<file path="src/source/lfsr_random.sv">
`timescale 1ns/1ps
`default_nettype none

module lfsr_random (
	input  logic       clock,
	input  logic       reset,
	output logic [7:0] random
);

	localparam logic [15:0] seed = 16'hace1;
	// x^16 + x^14 + x^13 + x^11 + 1, maximal length.
	localparam logic [15:0] taps = 16'hb400;

	logic [15:0] state;

	// ************************************************************
	// Galois shift register, one step per cycle
	// ************************************************************

	always_ff @(posedge clock) begin
		if (reset) begin
			state <= seed;
		end else begin
			state <= {1'b0, state[15:1]} ^ (state[0] ? taps : 16'h0000); // Feed back bit 0.
		end
	end

	assign random = state[7:0]; // Low byte feeds the delays.

	// A zero state would freeze the generator for good.
	state_never_zero: assert property (
		@(posedge clock) disable iff (reset) state != 16'h0000
	) else $error("LFSR state reached zero.");

endmodule

`default_nettype wire

</file>
<file path="config.mk">
export PLATFORM = sky130hd
export DESIGN_NAME = lfsr_random
export DESIGN_NICKNAME = d
export VERILOG_FILES = /design/src/source/lfsr_random.sv
export SDC_FILE = /design/constraint.sdc
export NUM_CORES = 1
export LEC_CHECK = 0
export BUFFER_PORTS_ARGS = -buffer_cell sky130_fd_sc_hd__buf_2
export CAP_MARGIN = 5
export CORE_MARGIN = 4
export CORE_UTILIZATION = 40
export CTS_CLUSTER_SIZE = 24
export DETAILED_ROUTE_END_ITERATION = 8
export HOLD_SLACK_MARGIN = 0.02
export PLACE_DENSITY = 0.67
export SYNTH_ARGS = -nofsm -noshare
export SYNTH_HDL_FRONTEND = slang
export SYNTH_SLANG_ARGS = --single-unit
</file>
<file path="constraint.sdc">
create_clock -name clock -period 1.8 [get_ports clock]
set_clock_uncertainty 0.15 [all_clocks]
set_input_delay 0.18 -clock clock [delete_from_list [all_inputs] [get_ports clock]]
set_output_delay 0.18 -clock clock [all_outputs]
set_load 0.01 [all_outputs]
</file>
==> flow_metrics.py <==
metrics = {
    "min_path": {
        "hold_path_class": "in2reg",
    },
    "logic_synthesis": {
        "synth_area_um2": 523.0,
        "ys_seq_elements": 16,
        "yosys_warnings": 0,
        "avgSynthCellArea_um2": 11.89,
        "syn_nets": 46,
        "synth_cell_types": 9,
        "syn_inst": 44,
        "ys_seq_area_frac": 0.6124,
    },
    "finish": {
        "final_area_um2": 536.8,
        "final_util": 0.4583,
        "largest_reg_flops": 16,
        "top_regs": "state x16",
        "area.growth.synth_to_final_pct": 2.632,
        "fin_nets": 51,
        "top_register": "state",
        "final_cells": 61,
        "diodes": 0,
        "drive_above_1_share": 0.2553,
        "fill_cells": 115,
    },
    "routing": {
        "vias": 235,
        "drtAntennaViolNets": 0,
        "wl_per_cell_um": 10.00,
        "drt_iter0_drc": 1,
        "wl_um": 610,
        "route.detailed.drc": 0,
        "dr.pass1.iters": 2,
        "vias_per_cell": 3.852,
    },
    "worst_setup_path": {
        "crit_family": "flip-flops",
        "cp_cell_sequence": "buf_2",
        "crit_buf_inv": 1,
        "crit_slowest_cell": "dfxtp_1",
        "critPathKind": "reg2out",
        "max_stage_delay_ps": 440,
        "required_ps": 1470,
        "crit_path_end_kind": "output pin",
        "path_max_fanout": 5,
        "arrival_ps": 890,
        "cp-start-kind": "flip-flop",
    },
    "placement": {
        "placed_area_um2": 514.2,
        "gp_congestion": 0.5848,
        "dpl_worst_slack_ps": 898.2,
        "io_buffers": 9,
        "placedCellCount": 58,
    },
    "timing": {
        "grt_setup_unrepaired": "false",
        "slew_headroom": 0.8589,
        "setup_slack_ps": 584.2,
        "fin_crit_sh": 0.6755,
        "setup_viol": 0,
        "layout_min_cycle_time_ps": 1216,
        "finalHoldViolations": 0,
        "tns_ps": 0,
        "slew_violations": 0,
        "fmax_mhz": 822.5,
        "worst_slew_pin_slew_ps": 211.4,
    },
    "die": {
        "dieArea_mm2": 0.001950,
        "dieHeight_um": 44.16,
        "rows": 12,
        "ios": 10,
        "die_w_um": 44.16,
        "core_mm2": 0.001171,
        "start_util": 0.4466,
    },
    "cts": {
        "cts_sinks": 16,
        "cts_htree_levels": 1,
        "clock_latency_ps": 270,
        "clockRootBuffer": "clkbuf_4",
        "cts_resized": 0,
        "clockBufferDepth": 2,
        "cts_tree": "built",
        "cts_buffers": 3,
        "postCtsSetupRepairBufs": 0,
        "clkTransAtPathRegs_ps": 90,
        "ctsHoldBuffers": 0,
    },
    "global_routing": {
        "grt_max_degree": 17,
        "overflow": 0,
        "grt_use_total": 0.07609,
        "grt_pass1_vias": 224,
        "antenna_found_initial": 0,
        "grt_pass1_wl_um": 993,
    },
    "power_and_ir_drop": {
        "p_leak_uw": 0.0002438,
        "peakVddDrop_uv": 400.8,
        "powerDensity_mw_per_mm2": 1135,
    },
    "run_status": {
        "outcome": "complete, no violations",
    },
    "flow_run": {
        "cap_viol_max_count": 0,
    },
}
-- report_power, final --
group          internal [uW]  switching [uW]
clock                   77.3             101
sequential               378            9.76
combinational           24.1            18.8
total                    480             129
-- metrics by stage --
step | hold WS [ps] | power (uW)
final | 72.43 | 609.0
after floorplan | 204.8 | 438.5
after detailed placement | 243.1 | 439.6
after global placement | 240.8 | 440.0
after global routing | 109.3 | 637.1
after CTS | 74.80 | 616.4
-- Yosys cell counts --
library cell  count  area share
nand2b_1          2       0.024
and2b_1           6       0.086
or2_1             6       0.072
xnor2_1           3       0.050
buf_6             1       0.022
buf_4             8        0.11
nor2b_1           1       0.012
nor2_1            1      0.0072
dfxtp_1          16        0.61
-- cell usage in the layout, fill, tap and decap left out --
cell      netlist  layout
buf_2           0       9
nor2_1          1       1
or2_1           6       6
xnor2_1         3       3
clkbuf_4        0       3
and2b_1         6       6
nand2b_1        2       2
dfxtp_1        16      16
nor2b_1         1       1
-- routing by layer --
metal / up-vias / global-route usage / share of wire
met5: - / 0 / 0
met4: 0 / 0.07229 / 0
met3: 0 / 0.03659 / 0.077
met2: 7 / 0.08430 / 0.36
met1: 99 / 0.1012 / 0.56
li1: 129 / - / -
-- worst reg2reg max path, stage by stage (launching register included) --
cell and delay [ps]:
dfxtp_1 440, xnor2_1 140, nand2b_1 70
-- logic make-up after synthesis --
group | synth area share
buffers and inverters | 0.1364
DFF | 0.6124
xor gates and xnor gates | 0.05025
and+or+nand+nor | 0.2010
-- final timing paths --
check	from	end	slack (ps)	cells past startpoint
max	state[0]$_SDFF_PP1_	random[0]	580	1
min	reset	state[12]$_SDFF_PP0_	70	2
max reg2reg	state[0]$_SDFF_PP1_	state[13]$_SDFF_PP1_	900	2
min reg2reg	state[8]$_SDFF_PP0_	state[7]$_SDFF_PP1_	260	1
-- layout make-up --
cell class | count | area [um^2] | share of cell area
Clock buffer | 3 | 22.52 | 0.04196
Sequential cell | 16 | 320.3 | 0.5967
Multi-Input combinational cell | 19 | 131.4 | 0.2448
Tap cell | 14 | 17.52 | 0.03263
Timing Repair Buffer | 9 | 45.04 | 0.08392
Note: power is estimated with default switching activity, not from simulation.
